**config.mk**
```make
export PLATFORM = sky130hd
export DESIGN_NAME = branchUnit
export DESIGN_NICKNAME = d
export VERILOG_FILES = /design/src/archPkg.sv /design/src/branchPkg.sv /design/src/rsDispatchIf.sv /design/src/branchIssueIf.sv /design/src/branchRsEntry.sv /design/src/branchIssueSelect.sv /design/src/branchRs.sv /design/src/branchResolve.sv /design/src/branchUnit.sv
export SDC_FILE = /design/constraint.sdc
export NUM_CORES = 1
export LEC_CHECK = 0
export BUFFER_PORTS_ARGS = -buffer_cell sky130_fd_sc_hd__buf_2
export CORE_ASPECT_RATIO = 1.1
export CORE_MARGIN = 4
export CORE_UTILIZATION = 54
export CTS_CLUSTER_DIAMETER = 120
export DETAILED_ROUTE_END_ITERATION = 8
export MAX_ROUTING_LAYER = met4
export PLACE_DENSITY_LB_ADDON = 0.15
export SYNTH_ARGS = -nofsm -noshare
export SYNTH_HDL_FRONTEND = slang
export SYNTH_SLANG_ARGS = --single-unit
export TNS_END_PERCENT = 100
```
**constraint.sdc**
```tcl
create_clock -name clk -period 4.7 [get_ports clk]
set_clock_uncertainty 0.1 [all_clocks]
set_input_delay 0.47 -clock clk [delete_from_list [all_inputs] [get_ports clk]]
set_output_delay 0.47 -clock clk [all_outputs]
set_load 0.01 [all_outputs]
```
**src/archPkg.sv**
```systemverilog
// Core-wide widths and basic types for the out-of-order datapath.
// Every RTL file refers to these by scoped name, archPkg::word_t and so on.

package archPkg;

  // ------------------------------------------------
  // Widths
  // ------------------------------------------------
  localparam int XLEN     = 32;
  localparam int TAG_BITS = 3;  // Eight reorder-buffer slots

  // ------------------------------------------------
  // Types
  // ------------------------------------------------

  // One data value or one instruction address
  typedef logic [XLEN-1:0] word_t;

  // Names a reorder-buffer slot, also the tag broadcast on the data bus
  typedef logic [TAG_BITS-1:0] robTag_t;

endpackage

```
**src/branchPkg.sv**
```systemverilog
// Branch-side encodings: the control word that dispatch attaches to a branch,
// its condition and kind codes, and the result that resolution hands back
// to the reorder buffer.

package branchPkg;

  // ------------------------------------------------
  // Encodings
  // ------------------------------------------------
  typedef enum logic [1:0] {
    KIND_COND = 2'b00,
    KIND_JUMP = 2'b01
  } branchKind_e;

  typedef enum logic [2:0] {
    COND_EQ  = 3'd0,
    COND_NE  = 3'd1,
    COND_LT  = 3'd2,  // Signed compare
    COND_GE  = 3'd3,
    COND_LTU = 3'd4,  // Unsigned compare
    COND_GEU = 3'd5
  } branchCond_e;

  // ------------------------------------------------
  // Control word, one byte read two ways
  // ------------------------------------------------
  typedef struct packed {
    branchKind_e kind;
    branchCond_e cond;
    logic [2:0]  spare;
  } branchCondCtrl_t;

  typedef struct packed {
    branchKind_e kind;
    logic        link;      // Write pc + 4 to the destination
    logic        indirect;  // Target comes from src1
    logic [3:0]  spare;
  } branchJumpCtrl_t;

  // The kind sits in the top two bits of both views
  typedef union packed {
    branchCondCtrl_t cond;
    branchJumpCtrl_t jump;
  } branchCtrl_u;

  typedef struct packed {
    archPkg::robTag_t robTag;
    logic             taken;
    logic             mispredict;
    archPkg::word_t   nextPc;
    archPkg::word_t   linkValue;
  } branchResult_t;

endpackage

```
**src/rsDispatchIf.sv**
```systemverilog
// One dispatched branch on its way from the top-level ports into the
// reservation station. The write strobes are one-hot across the slots and the
// remaining fields are shared by all slots.

interface rsDispatchIf #(
  parameter int ENTRIES = 2
);
  logic [ENTRIES-1:0]   writeRequests;
  branchPkg::branchCtrl_u ctrl;
  archPkg::robTag_t     robTag;
  archPkg::robTag_t     srcTag1;
  archPkg::robTag_t     srcTag2;
  logic                 srcReady1;
  logic                 srcReady2;
  archPkg::word_t       srcValue1;
  archPkg::word_t       srcValue2;
  archPkg::word_t       pc;
  archPkg::word_t       offset;
  archPkg::word_t       predictedPc;

  modport top (
    output writeRequests, ctrl, robTag, srcTag1, srcTag2, srcReady1, srcReady2,
    output srcValue1, srcValue2, pc, offset, predictedPc
  );

  modport entry (
    input writeRequests, ctrl, robTag, srcTag1, srcTag2, srcReady1, srcReady2,
    input srcValue1, srcValue2, pc, offset, predictedPc
  );
endinterface

```
**src/branchIssueIf.sv**
```systemverilog
// Issue register contents passed from the station to the resolution stage.
// valid is a single-cycle pulse per issued branch.

interface branchIssueIf;
  logic                   valid;
  branchPkg::branchCtrl_u ctrl;
  archPkg::robTag_t       robTag;
  archPkg::word_t         src1;
  archPkg::word_t         src2;
  archPkg::word_t         pc;
  archPkg::word_t         offset;
  archPkg::word_t         predictedPc;

  modport station (
    output valid, ctrl, robTag, src1, src2, pc, offset, predictedPc
  );

  modport resolve (
    input valid, ctrl, robTag, src1, src2, pc, offset, predictedPc
  );
endinterface

```
**src/branchRsEntry.sv**
```systemverilog
// One reservation-station slot. Holds a dispatched branch until both
// operands are known, snooping the common data bus for the missing ones.
// Raises selectReq once complete and frees itself when granted or cleared.

module branchRsEntry (
  input  logic                   clk,
  input  logic                   rst,
  input  logic                   clear,
  rsDispatchIf.entry             dispatch,
  input  logic                   writeReq,
  input  logic                   selected,
  input  logic                   cdbValid,
  input  archPkg::robTag_t       cdbTag,
  input  archPkg::word_t         cdbValue,
  output logic                   busy,
  output logic                   selectReq,
  output branchPkg::branchCtrl_u ctrl,
  output archPkg::robTag_t       robTag,
  output archPkg::word_t         src1,
  output archPkg::word_t         src2,
  output archPkg::word_t         pc,
  output archPkg::word_t         offset,
  output archPkg::word_t         predictedPc
);

  archPkg::robTag_t dispTag [2];
  archPkg::word_t   dispValue [2];
  logic [1:0]       dispReady;
  logic [1:0]       dispHit;  // Bus supplies the operand in the dispatch cycle
  logic [1:0]       waitHit;  // Bus supplies an operand already waiting

  archPkg::robTag_t waitTag [2];
  archPkg::word_t   operand [2];
  logic [1:0]       ready;

  assign dispTag[0]   = dispatch.srcTag1;
  assign dispTag[1]   = dispatch.srcTag2;
  assign dispValue[0] = dispatch.srcValue1;
  assign dispValue[1] = dispatch.srcValue2;
  assign dispReady    = {dispatch.srcReady2, dispatch.srcReady1};

  always_comb begin
    for (int i = 0; i < 2; i++) begin
      dispHit[i] = !dispReady[i] && cdbValid && (cdbTag == dispTag[i]);
      waitHit[i] = busy && !ready[i] && cdbValid && (cdbTag == waitTag[i]);
    end
  end

  // ------------------------------------------------
  // Slot state
  // ------------------------------------------------
  always_ff @(posedge clk) begin
    if (rst || clear) begin
      busy <= 1'b0;
    end else if (writeReq) begin
      busy <= 1'b1;
    end else if (selected) begin
      busy <= 1'b0;  // Leaves as the issue register loads
    end
  end

  always_ff @(posedge clk) begin
    for (int i = 0; i < 2; i++) begin
      if (rst) begin
        ready[i] <= 1'b0;
      end else if (writeReq) begin
        ready[i] <= dispReady[i] || dispHit[i];
      end else if (waitHit[i]) begin
        ready[i] <= 1'b1;
      end
    end
  end

  always_ff @(posedge clk) begin
    for (int i = 0; i < 2; i++) begin
      if (writeReq) begin
        waitTag[i] <= dispTag[i];
        operand[i] <= dispHit[i] ? cdbValue : dispValue[i];
      end else if (waitHit[i]) begin
        operand[i] <= cdbValue;
      end
    end
    if (writeReq) begin
      ctrl        <= dispatch.ctrl;
      robTag      <= dispatch.robTag;
      pc          <= dispatch.pc;
      offset      <= dispatch.offset;
      predictedPc <= dispatch.predictedPc;
    end
  end

  assign selectReq = busy && (&ready);
  assign src1      = operand[0];
  assign src2      = operand[1];

endmodule

```
**src/branchIssueSelect.sv**
```systemverilog
// Picks one ready slot per cycle with a rotating priority and loads its
// fields into the issue register. The pointer moves past each winner so
// that no slot is starved.

module branchIssueSelect #(
  parameter int ENTRIES = 2
) (
  input  logic                                 clk,
  input  logic                                 rst,
  input  logic                                 clear,
  input  logic [ENTRIES-1:0]                   selectReqs,
  input  branchPkg::branchCtrl_u [ENTRIES-1:0] ctrls,
  input  archPkg::robTag_t [ENTRIES-1:0]       robTags,
  input  archPkg::word_t [ENTRIES-1:0]         src1s,
  input  archPkg::word_t [ENTRIES-1:0]         src2s,
  input  archPkg::word_t [ENTRIES-1:0]         pcs,
  input  archPkg::word_t [ENTRIES-1:0]         offsets,
  input  archPkg::word_t [ENTRIES-1:0]         predictedPcs,
  output logic [ENTRIES-1:0]                   grants,
  branchIssueIf.station                        issue
);

  localparam int PTR_BITS = (ENTRIES > 1) ? $clog2(ENTRIES) : 1;

  logic [PTR_BITS-1:0] pointer;  // Slot with the highest priority this cycle
  logic [PTR_BITS-1:0] winner;
  logic                anyGrant;

  // ------------------------------------------------
  // Grant, scanning upward from the pointer
  // ------------------------------------------------
  always_comb begin
    int idx;
    grants   = '0;
    winner   = '0;
    anyGrant = 1'b0;
    for (int k = 0; k < ENTRIES; k++) begin
      idx = int'(pointer) + k;
      if (idx >= ENTRIES) idx = idx - ENTRIES;
      if (!anyGrant && selectReqs[idx]) begin
        anyGrant = 1'b1;
        winner   = PTR_BITS'(idx);
      end
    end
    if (anyGrant) grants[winner] = 1'b1;
  end

  // ------------------------------------------------
  // Pointer and issue register
  // ------------------------------------------------
  always_ff @(posedge clk) begin
    if (rst) begin
      pointer <= '0;
    end else if (anyGrant) begin
      pointer <= (winner == PTR_BITS'(ENTRIES - 1)) ? '0 : winner + 1'b1;
    end
  end

  always_ff @(posedge clk) begin
    if (rst || clear) issue.valid <= 1'b0;
    else              issue.valid <= anyGrant;
  end

  always_ff @(posedge clk) begin
    if (anyGrant) begin
      issue.ctrl        <= ctrls[winner];
      issue.robTag      <= robTags[winner];
      issue.src1        <= src1s[winner];
      issue.src2        <= src2s[winner];
      issue.pc          <= pcs[winner];
      issue.offset      <= offsets[winner];
      issue.predictedPc <= predictedPcs[winner];
    end
  end

endmodule

```
**src/branchRs.sv**
```systemverilog
// Branch reservation station. Builds ENTRIES slots, collects their requests
// and fields for the issue select, and routes each grant back to its slot.

module branchRs #(
  parameter int ENTRIES = 2
) (
  input  logic               clk,
  input  logic               rst,
  input  logic               clear,
  rsDispatchIf.entry         dispatch,
  input  logic               cdbValid,
  input  archPkg::robTag_t   cdbTag,
  input  archPkg::word_t     cdbValue,
  output logic [ENTRIES-1:0] busy,
  branchIssueIf.station      issue
);

  logic [ENTRIES-1:0]                   selectReqs;
  logic [ENTRIES-1:0]                   grants;
  branchPkg::branchCtrl_u [ENTRIES-1:0] ctrls;
  archPkg::robTag_t [ENTRIES-1:0]       robTags;
  archPkg::word_t [ENTRIES-1:0]         src1s;
  archPkg::word_t [ENTRIES-1:0]         src2s;
  archPkg::word_t [ENTRIES-1:0]         pcs;
  archPkg::word_t [ENTRIES-1:0]         offsets;
  archPkg::word_t [ENTRIES-1:0]         predictedPcs;

  for (genvar i = 0; i < ENTRIES; i++) begin : gSlot
    branchRsEntry slot (
      .clk, .rst, .clear, .dispatch,
      .writeReq    (dispatch.writeRequests[i]),
      .selected    (grants[i]),
      .cdbValid, .cdbTag, .cdbValue,
      .busy        (busy[i]),
      .selectReq   (selectReqs[i]),
      .ctrl        (ctrls[i]),
      .robTag      (robTags[i]),
      .src1        (src1s[i]),
      .src2        (src2s[i]),
      .pc          (pcs[i]),
      .offset      (offsets[i]),
      .predictedPc (predictedPcs[i])
    );
  end

  branchIssueSelect #(.ENTRIES(ENTRIES)) select (
    .clk, .rst, .clear, .selectReqs, .ctrls, .robTags, .src1s, .src2s,
    .pcs, .offsets, .predictedPcs, .grants, .issue
  );

endmodule

```
**src/branchResolve.sv**
```systemverilog
// Resolution stage. Evaluates the issued branch in one cycle and registers
// the outcome: taken, the actual next PC, the link value and whether fetch
// guessed wrong.

module branchResolve (
  input  logic                     clk,
  input  logic                     rst,
  input  logic                     clear,
  branchIssueIf.resolve            issue,
  output logic                     resultValid,
  output branchPkg::branchResult_t result
);

  branchPkg::branchResult_t nextResult;
  archPkg::word_t           seqPc;
  archPkg::word_t           relTarget;
  archPkg::word_t           indTarget;
  logic                     condTrue;

  assign seqPc     = issue.pc + archPkg::word_t'(4);
  assign relTarget = issue.pc + issue.offset;
  assign indTarget = (issue.src1 + issue.offset) & ~archPkg::word_t'(1);

  always_comb begin
    unique case (issue.ctrl.cond.cond)
      branchPkg::COND_EQ:  condTrue = issue.src1 == issue.src2;
      branchPkg::COND_NE:  condTrue = issue.src1 != issue.src2;
      branchPkg::COND_LT:  condTrue = $signed(issue.src1) <  $signed(issue.src2);
      branchPkg::COND_GE:  condTrue = $signed(issue.src1) >= $signed(issue.src2);
      branchPkg::COND_LTU: condTrue = issue.src1 <  issue.src2;
      branchPkg::COND_GEU: condTrue = issue.src1 >= issue.src2;
      default:             condTrue = 1'b0;
    endcase
  end

  // ------------------------------------------------
  // Next PC and link value by kind
  // ------------------------------------------------
  always_comb begin
    nextResult.robTag = issue.robTag;
    if (issue.ctrl.jump.kind == branchPkg::KIND_JUMP) begin
      nextResult.taken     = 1'b1;
      nextResult.nextPc    = issue.ctrl.jump.indirect ? indTarget : relTarget;
      nextResult.linkValue = issue.ctrl.jump.link ? seqPc : '0;
    end else begin
      nextResult.taken     = condTrue;
      nextResult.nextPc    = condTrue ? relTarget : seqPc;
      nextResult.linkValue = '0;
    end
    nextResult.mispredict = nextResult.nextPc != issue.predictedPc;
  end

  always_ff @(posedge clk) begin
    if (rst || clear) resultValid <= 1'b0;
    else              resultValid <= issue.valid;
  end

  always_ff @(posedge clk) begin
    if (issue.valid) result <= nextResult;
  end

endmodule

```
**src/branchUnit.sv**
```systemverilog
// Top level of the branch subsystem. Dispatch, the common data bus and the
// result come and go on plain ports; inside, the station feeds the
// resolution stage. A result follows dispatch by two edges when both
// operands are ready at dispatch.

module branchUnit #(
  parameter int ENTRIES = 2
) (
  input  logic                     clk,
  input  logic                     rst,
  input  logic                     clear,
  input  logic [ENTRIES-1:0]       writeRequests,
  input  branchPkg::branchCtrl_u   ctrl,
  input  archPkg::robTag_t         robTag,
  input  archPkg::robTag_t         srcTag1,
  input  archPkg::robTag_t         srcTag2,
  input  logic                     srcReady1,
  input  logic                     srcReady2,
  input  archPkg::word_t           srcValue1,
  input  archPkg::word_t           srcValue2,
  input  archPkg::word_t           pc,
  input  archPkg::word_t           offset,
  input  archPkg::word_t           predictedPc,
  input  logic                     cdbValid,
  input  archPkg::robTag_t         cdbTag,
  input  archPkg::word_t           cdbValue,
  output logic [ENTRIES-1:0]       busy,
  output logic                     resultValid,
  output branchPkg::branchResult_t result
);

  rsDispatchIf #(.ENTRIES(ENTRIES)) dispatchBus ();
  branchIssueIf                     issueBus ();

  assign dispatchBus.writeRequests = writeRequests;
  assign dispatchBus.ctrl          = ctrl;
  assign dispatchBus.robTag        = robTag;
  assign dispatchBus.srcTag1       = srcTag1;
  assign dispatchBus.srcTag2       = srcTag2;
  assign dispatchBus.srcReady1     = srcReady1;
  assign dispatchBus.srcReady2     = srcReady2;
  assign dispatchBus.srcValue1     = srcValue1;
  assign dispatchBus.srcValue2     = srcValue2;
  assign dispatchBus.pc            = pc;
  assign dispatchBus.offset        = offset;
  assign dispatchBus.predictedPc   = predictedPc;

  branchRs #(.ENTRIES(ENTRIES)) station (
    .clk, .rst, .clear,
    .dispatch (dispatchBus),
    .cdbValid, .cdbTag, .cdbValue, .busy,
    .issue    (issueBus)
  );

  branchResolve resolve (
    .clk, .rst, .clear,
    .issue (issueBus),
    .resultValid, .result
  );

endmodule

```
==> metrics.md, run 1 <==
| Metric | Value |
|---|---|
| Sw Pwr | 2.42 mW |
| Max Slew Vio Count | 0 |
| CP Class | reg -> reg |
| Post-synthesis sequential area ratio | 62.9% |
| Combinational power share | 6.7% |
| Clock Tree Root | clkbuf_16 |
| Ranking of synthesized cells by area | edfxtp_1 (62%), mux2_2 (12%), ha_1 (4.2%) |
| Boundary Pins | 292 |
| Final period util | between 90% and 100% |
| Net Sw Frac | 21.3% |
| Clk pwr share | 38.8% |
| DRC Markers | 0 |
| Arrival @ worst endpoint | 4890 ps |
| Die area | 56000 µm² |
| P_int | 8.92 mW |
| Least-Margin Pin Slew | 1090 ps |
| Core area | slightly above 50000 µm² |
| CTS sink cnt | about 590 |
| Hold Path Class | in -> reg |
| Met1 GRT Util | 34.6% |
| Critical Path RT | 4960 ps |
| Fmax | between 200 and 250 MHz |
| TritonCTS clock tree | built |
| M3 GR Usage | around 3.5% |
| Met2 usage | a little under half |
| Quantity of I/O buffers inserted on ports | about 290 |
| Most Used Layer, Global Route | met2 |
| Row cnt | 87 |
| Clk buf depth | 3 |
| Syn Inst Count | about 2000 |
| Min cycle time layout | 4630 ps |
| Mapped Avg Cell Area | around 14 µm² |
| Gr usage total | 26.9% |
| Worst-path clk slew | 60 ps |
| Die Ht | 248 µm |
| Dpl hpwl | approximately 53000 µm |
| Final setup viols | 0 |
| Starting Density | a little over half |
| GR Overflow Total | 0 |
| Post-synthesis register bit count | roughly 590 |
| Synth warn | 0 |
| Crit path from | station.select.issue.src1[15] |
| Slowest-stage cell, CP | or4_4 |
| Leak pwr | 13.2 nW |
| FFs w/ async S/R, synth | 0% |
| Hold Startpoint | rst |
| Chip Width | 226 µm |
| DR vias/cell | 5.67 |
| First-pass GRT wire length | between 100000 and 150000 µm |
| CP max stage delay | 570 ps |
| Crit path cell chain | ha_4 > nand4_1 > or4_4 > nor2_4 > xnor2_1 > a21o_1 > or3b_4 > buf_6 > and3_4 > a221o_1 > xnor2_2 > o2111ai_1 > or4_1 > nor4_2 > nand4_1 |
| Slew headroom | between 20 and 30% |
| Hold WS | 29.9 ps |
| Detail-routed net length per standard cell | 22.8 µm |
| Number of flops mapped to enable cells by yosys | approximately 600 |
| Synth area leader | edfxtp_1 |
| Final core utilization | 67.9% |
| Commonest non-fill, non-tap cell in the layout | edfxtp_1 |
| Count of different cell masters after synthesis | 80 |
| Area grow syn2layout | 23.8% |
| RSZ-0062 raised after global routing | yes |
| Antenna-violating nets left | 0 |
| Drt initial violations | 1226 |
| Pre-antenna DRT Iters | 7 |
| Vias post-DR | 18470 |
| Final count of hold timing violations | 0 |
| CP most frequent cell | nand4_1 |
| Max-cap violation count | 0 |
| Number of global-route vias before repair | a little under 20000 |
| CTS H-tree lvls | 2 |
| Part of the power in registers | approximately 55% |
| Synth Cell Area | around 28000 µm² |
| Crit-path max FO | 4 |
| Clk_lat worst skew | between 600 and 700 ps |
| CTS Buf Count | 56 |
| Commonest cells after routing, fill and taps aside | edfxtp_1 (585), mux2_2 (299), buf_2 (286) |
| Synthesized Nets | ~2300 |
| Post-synth top flop | edfxtp_1 |
| Total power draw | 11.3 mW |
| Layout net count | 2849 |
| Largest net degree at the start of global routing | 71 |
| Launch point of the worst reg-to-reg path | station.select.issue.src1[15] |
| Layout cells sized above 1 | approximately 36% |
| Fin cells | 3259 |
| Power Density | about 320 nW/µm² |
| Critical path capture point type | register |
| IR drop worst, VDD | 0.294 mV |
| Initial antenna violation count | 14 |
| # placed instances | 3017 |
| Outcome | finished clean |
| Final wirelength | 74200 µm |
| Startpoint types | register |
| Placer Congestion | 0.967 |
| Synth top area share | 62.3% |
## per-stage QoR
stage               cell area, µm²  setup slack, ps  TNS [ps]
floorplan                    28200             7.63         0
global placement             31600             -114      -114
detailed placement           31600             -286      -286
CTS                          34600             3.44         0
global route                 34900             -128      -128
finish                       34900             68.5         0
## area by class of cell
type	count	area, µm²
Sequential cell	594	17700
Inverter	59	221
Tap cell	667	835
Antenna cell	15	37.5
Clock inverter	32	314
Timing Repair Buffer	588	4040
Multi-Input combinational cell	1234	10300
Fill cell	3649	16500
Clock buffer	70	1450
## metal layers
| metal | wire length, µm | vias to the layer above |
|---|---|---|
| li1 | - | 8730 |
| met1 | 31200 | 9095 |
| met2 | 37100 | 538 |
| met3 | 3640 | 107 |
| met4 | 2210 | 0 |
| met5 | 0 | - |
## cell families (layout without fill, tap and decap cells)
| kind of cell | after synthesis | in the layout | synth area share, % |
|---|---|---|---|
| compound gates | 318 | 318 | 7.56 |
| other cells | 0 | 15 | 0 |
| simple gates | 365 | 365 | 6.49 |
| mux | 315 | 315 | 12.5 |
| flops | 594 | 594 | 62.9 |
| fa+ha+maj | 96 | 96 | 4.31 |
| buf+inv | 132 | 749 | 1.80 |
| xor+xnor | 140 | 140 | 4.44 |
## critical path: cells and delay by family, from the launching register on
| kind | cells | cell delay [ps] |
|---|---|---|
| adder cells (fa/ha/maj) | 1 | 320 |
| AND/OR/NAND/NOR | 8 | 2350 |
| flip-flops | 1 | 440 |
| buffers and inverters | 1 | 150 |
| AO/OA/AOI/OAI | 3 | 710 |
| XOR/XNOR | 2 | 300 |
## registers in the layout, indices dropped and copies added (netlist names), 32 cells and up
register,flops
station.gSlot.slot.operand,128
resolve.result,69
station.gSlot.slot.offset,64
station.gSlot.slot.pc,64
station.gSlot.slot.predictedPc,64
station.select.issue.offset,32
station.select.issue.pc,32
station.select.issue.predictedPc,32
station.select.issue.src1,32
station.select.issue.src2,32
## synthesized netlist by cell type, types with 12 or more instances
library cell  instances
nor2_1               90
a21oi_1              83
and3_1               13
xor2_1               57
xnor2_1              81
nor3_1               24
nand4_1              21
o21ai_0              51
o211ai_1             21
edfxtp_1            585
mux2i_1              16
ha_1                 94
a31oi_1              12
a21o_1               25
inv_1                59
clkbuf_1             63
a211oi_1             22
mux2_2              299
nand3_1              36
nand2_1              93
## power groups by stage
stage	Sequential [mW]	Combinational (mW)	Clock, mW
2_1_floorplan	6.26	0.352	0
3_3_place_gp	6.27	0.655	0
3_5_place_dp	6.29	0.671	0
4_1_cts	6.18	0.758	4.46
5_1_grt	6.20	0.826	4.69
6_report	6.18	0.763	4.40
## worst paths after layout
check | endpoint | slack [ps] | depth (start not counted)
hold / removal | station.select.issue.valid | 30 | 2
setup / recovery | resolve.result[64] | 70 | 15
setup reg to reg | resolve.result[64] | 70 | 15
hold reg to reg | resolve.result[67] | 320 | 0
## timing repair
action	4_1_cts	5_1_grt
endpoints found under the hold margin	224	0
pin swaps	13	31
gates resized for setup	21	34
buffers inserted	6	8
hold buffers	111	0
setup endpoints to repair	1	1
No activity file was read; power rests on OpenSTA's default activity.
==> inputs of run 2 (changes only) <==
Settings changed: CELL_PAD_IN_SITES_DETAIL_PLACEMENT set to 0, CELL_PAD_IN_SITES_GLOBAL_PLACEMENT set to 1, CORE_UTILIZATION 54 to 45.
==> run 2 against run 1 <==
  * Cell count up 5.9%
  * Power increased by 3.8%
  * Clock power up 9.8%
  * The flow now finishes with violations (setup timing)
  * Via count fell by 0.10%
  * Final area grew 1.7%
  * Largest power group unchanged
  * Fmax is 2.3% lower
==> metrics.md, run 2 (synthesis results as in run 1) <==
| Metric | Value |
|---|---|
| CTS H-tree lvls | 2 (unchanged) |
| Leak pwr | 13.5 nW (was 13.2 nW) |
| CP max stage delay | 540 ps (was 570 ps) |
| Pre-antenna DRT Iters | 5 (was 7) |
| Clock Tree Root | clkbuf_16 (unchanged) |
| Max reg flops | 128 (unchanged) |
| Startpoint types | register (unchanged) |
| Fin cells | 3452 (was 3259) |
| Crit path cell chain | ha_4 > nand4_1 > buf_4 > or4_4 > a31oi_4 > nor4_2 > or3b_4 > buf_6 > nand2_4 > buf_6 > mux2i_1 > a221oi_2 > a221o_1 > or4bb_4 > nor4_4 > nand4_1 (was ha_4 > nand4_1 > or4_4 > nor2_4 > xnor2_1 > a21o_1 > or3b_4 > buf_6 > and3_4 > a221o_1 > xnor2_2 > o2111ai_1 > or4_1 > nor4_2 > nand4_1) |
| IR drop worst, VDD | 0.269 mV (was 0.294 mV) |
| TritonCTS clock tree | built (unchanged) |
| Clk_lat worst skew | 640 ps (about the same) |
| Max-cap violation count | 0 (unchanged) |
| Commonest cells after routing, fill and taps aside | edfxtp_1 (585), mux2_2 (299), buf_2 (286) (unchanged) |
| Dpl ws | -264 ps (was -286 ps) |
| Drt initial violations | 1195 (was 1226) |
| Max layer used | met4 (unchanged) |
| Largest regs | station.gSlot.slot.operand x128, resolve.result x69 (unchanged) |
| Hold WS | 41.4 ps (was 29.9 ps) |
| Top reg by flops | station.gSlot.slot.operand (unchanged) |
| Final setup viols | 1 (was 0) |
| DRC Markers | 0 (unchanged) |
| WP buf/inv | 3 (was 1) |
| CTS Buf Count | 58 (was 56) |
| Arrival @ worst endpoint | 5010 ps (was 4890 ps) |
| Detail-routed net length per standard cell | 21.7 µm (was 22.8 µm) |
| Row cnt | 96 (was 87) |
| Placer Congestion | 0.918 (was 0.967) |
| Placed cell areas | 31900 µm² (was 31600 µm²) |
| Core area | 62200 µm² (was 51500 µm²) |
| Final worst-path setup slack | -40.5 ps (was 68.5 ps) |
| Least-Margin Pin Slew | 1040 ps (was 1090 ps) |
| Gr usage total | 22.6% (was 26.9%) |
| Vias post-DR | 18451 (was 18470) |
| Crit path max-delay family | simple AND/OR/NAND/NOR gates (unchanged) |
| Starting Density | 45.4% (was 54.8%) |
| Met2 WL | 35500 µm (was 37100 µm) |
| Layout net count | 2867 (was 2849) |
| Final wirelength | 74800 µm (was 74200 µm) |
| Failing checks | setup timing |
| Met3 wire len | 3710 µm (was 3640 µm) |
| Die area | 66800 µm² (was 56000 µm²) |
| Min cycle time layout | 4740 ps (was 4630 ps) |
| Setup TNS | -40.5 ps (was 0 ps) |
| Critical Path RT | 4970 ps (was 4960 ps) |
| # placed instances | 3193 (was 3017) |
| Crit-path max FO | 5 (was 4) |
| Final instance area | 35500 µm² (was 34900 µm²) |
| Commonest non-fill, non-tap cell in the layout | edfxtp_1 (unchanged) |
| Final count of hold timing violations | 0 (unchanged) |
| Register area | 17800 µm² (was 17700 µm²) |
| Chip Width | 247 µm (was 226 µm) |
| Final period util | 101% (was 98.5%) |
| Quantity of I/O buffers inserted on ports | 288 (unchanged) |
| RSZ-0062 raised after global routing | yes (unchanged) |
| Antenna-violating nets left | 0 (unchanged) |
| Largest net degree at the start of global routing | 124 (was 71) |
| Layout cells sized above 1 | 36.6% (was 35.6%) |
| Boundary Pins | 292 (unchanged) |
| Hold Path Class | in -> reg (unchanged) |
| GR Overflow Total | 0 (unchanged) |
| Initial antenna violation count | 17 (was 14) |
| CTS sink cnt | 594 (unchanged) |
| Area taken by multi-input logic gates | 10300 µm² (about the same) |
| Fmax | 211 MHz (was 216 MHz) |
| Die Ht | 271 µm (was 248 µm) |
| Metal-1 WL | 33100 µm (was 31200 µm) |
| Total power draw | 11.8 mW (was 11.3 mW) |
| Outcome | finished, violations left (was finished clean) |
| Clk buf depth | 3 (unchanged) |
| R2r setup slk | -40 ps (was 70 ps) |
| Slew headroom | 30.6% (was 27.4%) |
| Final core utilization | 57.1% (was 67.9%) |
| Max Slew Vio Count | 0 (unchanged) |
| Worst-path clk slew | 70 ps (was 60 ps) |
| Critical path capture point type | register (unchanged) |
| Power Density | 331 nW/µm² (was 325 nW/µm²) |
| DR vias/cell | 5.35 (was 5.67) |
| Number of global-route vias before repair | 18960 (was 19336) |
| Slowest-stage cell, CP | or4_4 (unchanged) |
| Final-layout fill cell count | 5092 (was 3649) |
| Area grow syn2layout | 26.0% (was 23.8%) |
| Dpl hpwl | 54500 µm (was 53500 µm) |
| CP Class | reg -> reg (unchanged) |
| First-pass GRT wire length | 112000 µm (was 111000 µm) |
run 2: what timing repair did:
action	4_1_cts	5_1_grt
setup buffers	5	14
endpoints found under the setup margin	1	1
endpoints found under the hold margin	229	0
resized for setup	43	21
hold buffers	113	0
gates cloned	0	0
pin swaps	16	19
run 2: final cells by class:
cell class	instances	share of cell area, %
flip-flops and latches	594	49.9
repair buffers	604	11.7
diodes	18	0.127
inverters	59	0.623
well taps	833	2.93
multi-input cells	1234	29.1
clock inverters	34	1.15
clock buffers	76	4.50
run 2: final timing paths:
| check | end | startpoint | cells past startpoint |
|---|---|---|---|
| worst min-delay path | station.gSlot[0].slot.operand[1][23] | srcValue2[23] | 2 |
| worst min register to register | resolve.result[66] | station.select.issue.robTag[0] | 0 |
| worst max register to register | resolve.result[64] | station.select.issue.src1[27] | 16 |
| worst max-delay path | resolve.result[64] | station.select.issue.src1[27] | 16 |
run 2: where the power goes:
part | internal [mW] | switching, mW
Clock | 2.80 | 2.03
Combinational | 0.390 | 0.376
Sequential | 6.10 | 0.0662
Total | 9.30 | 2.47
run 2: routing by layer:
metal | up-vias | track usage, %
li1 | 8764 | -
met1 | 9045 | 30.0
met5 | - | -
met2 | 507 | 36.0
met4 | 0 | 7.47
met3 | 135 | 3.09
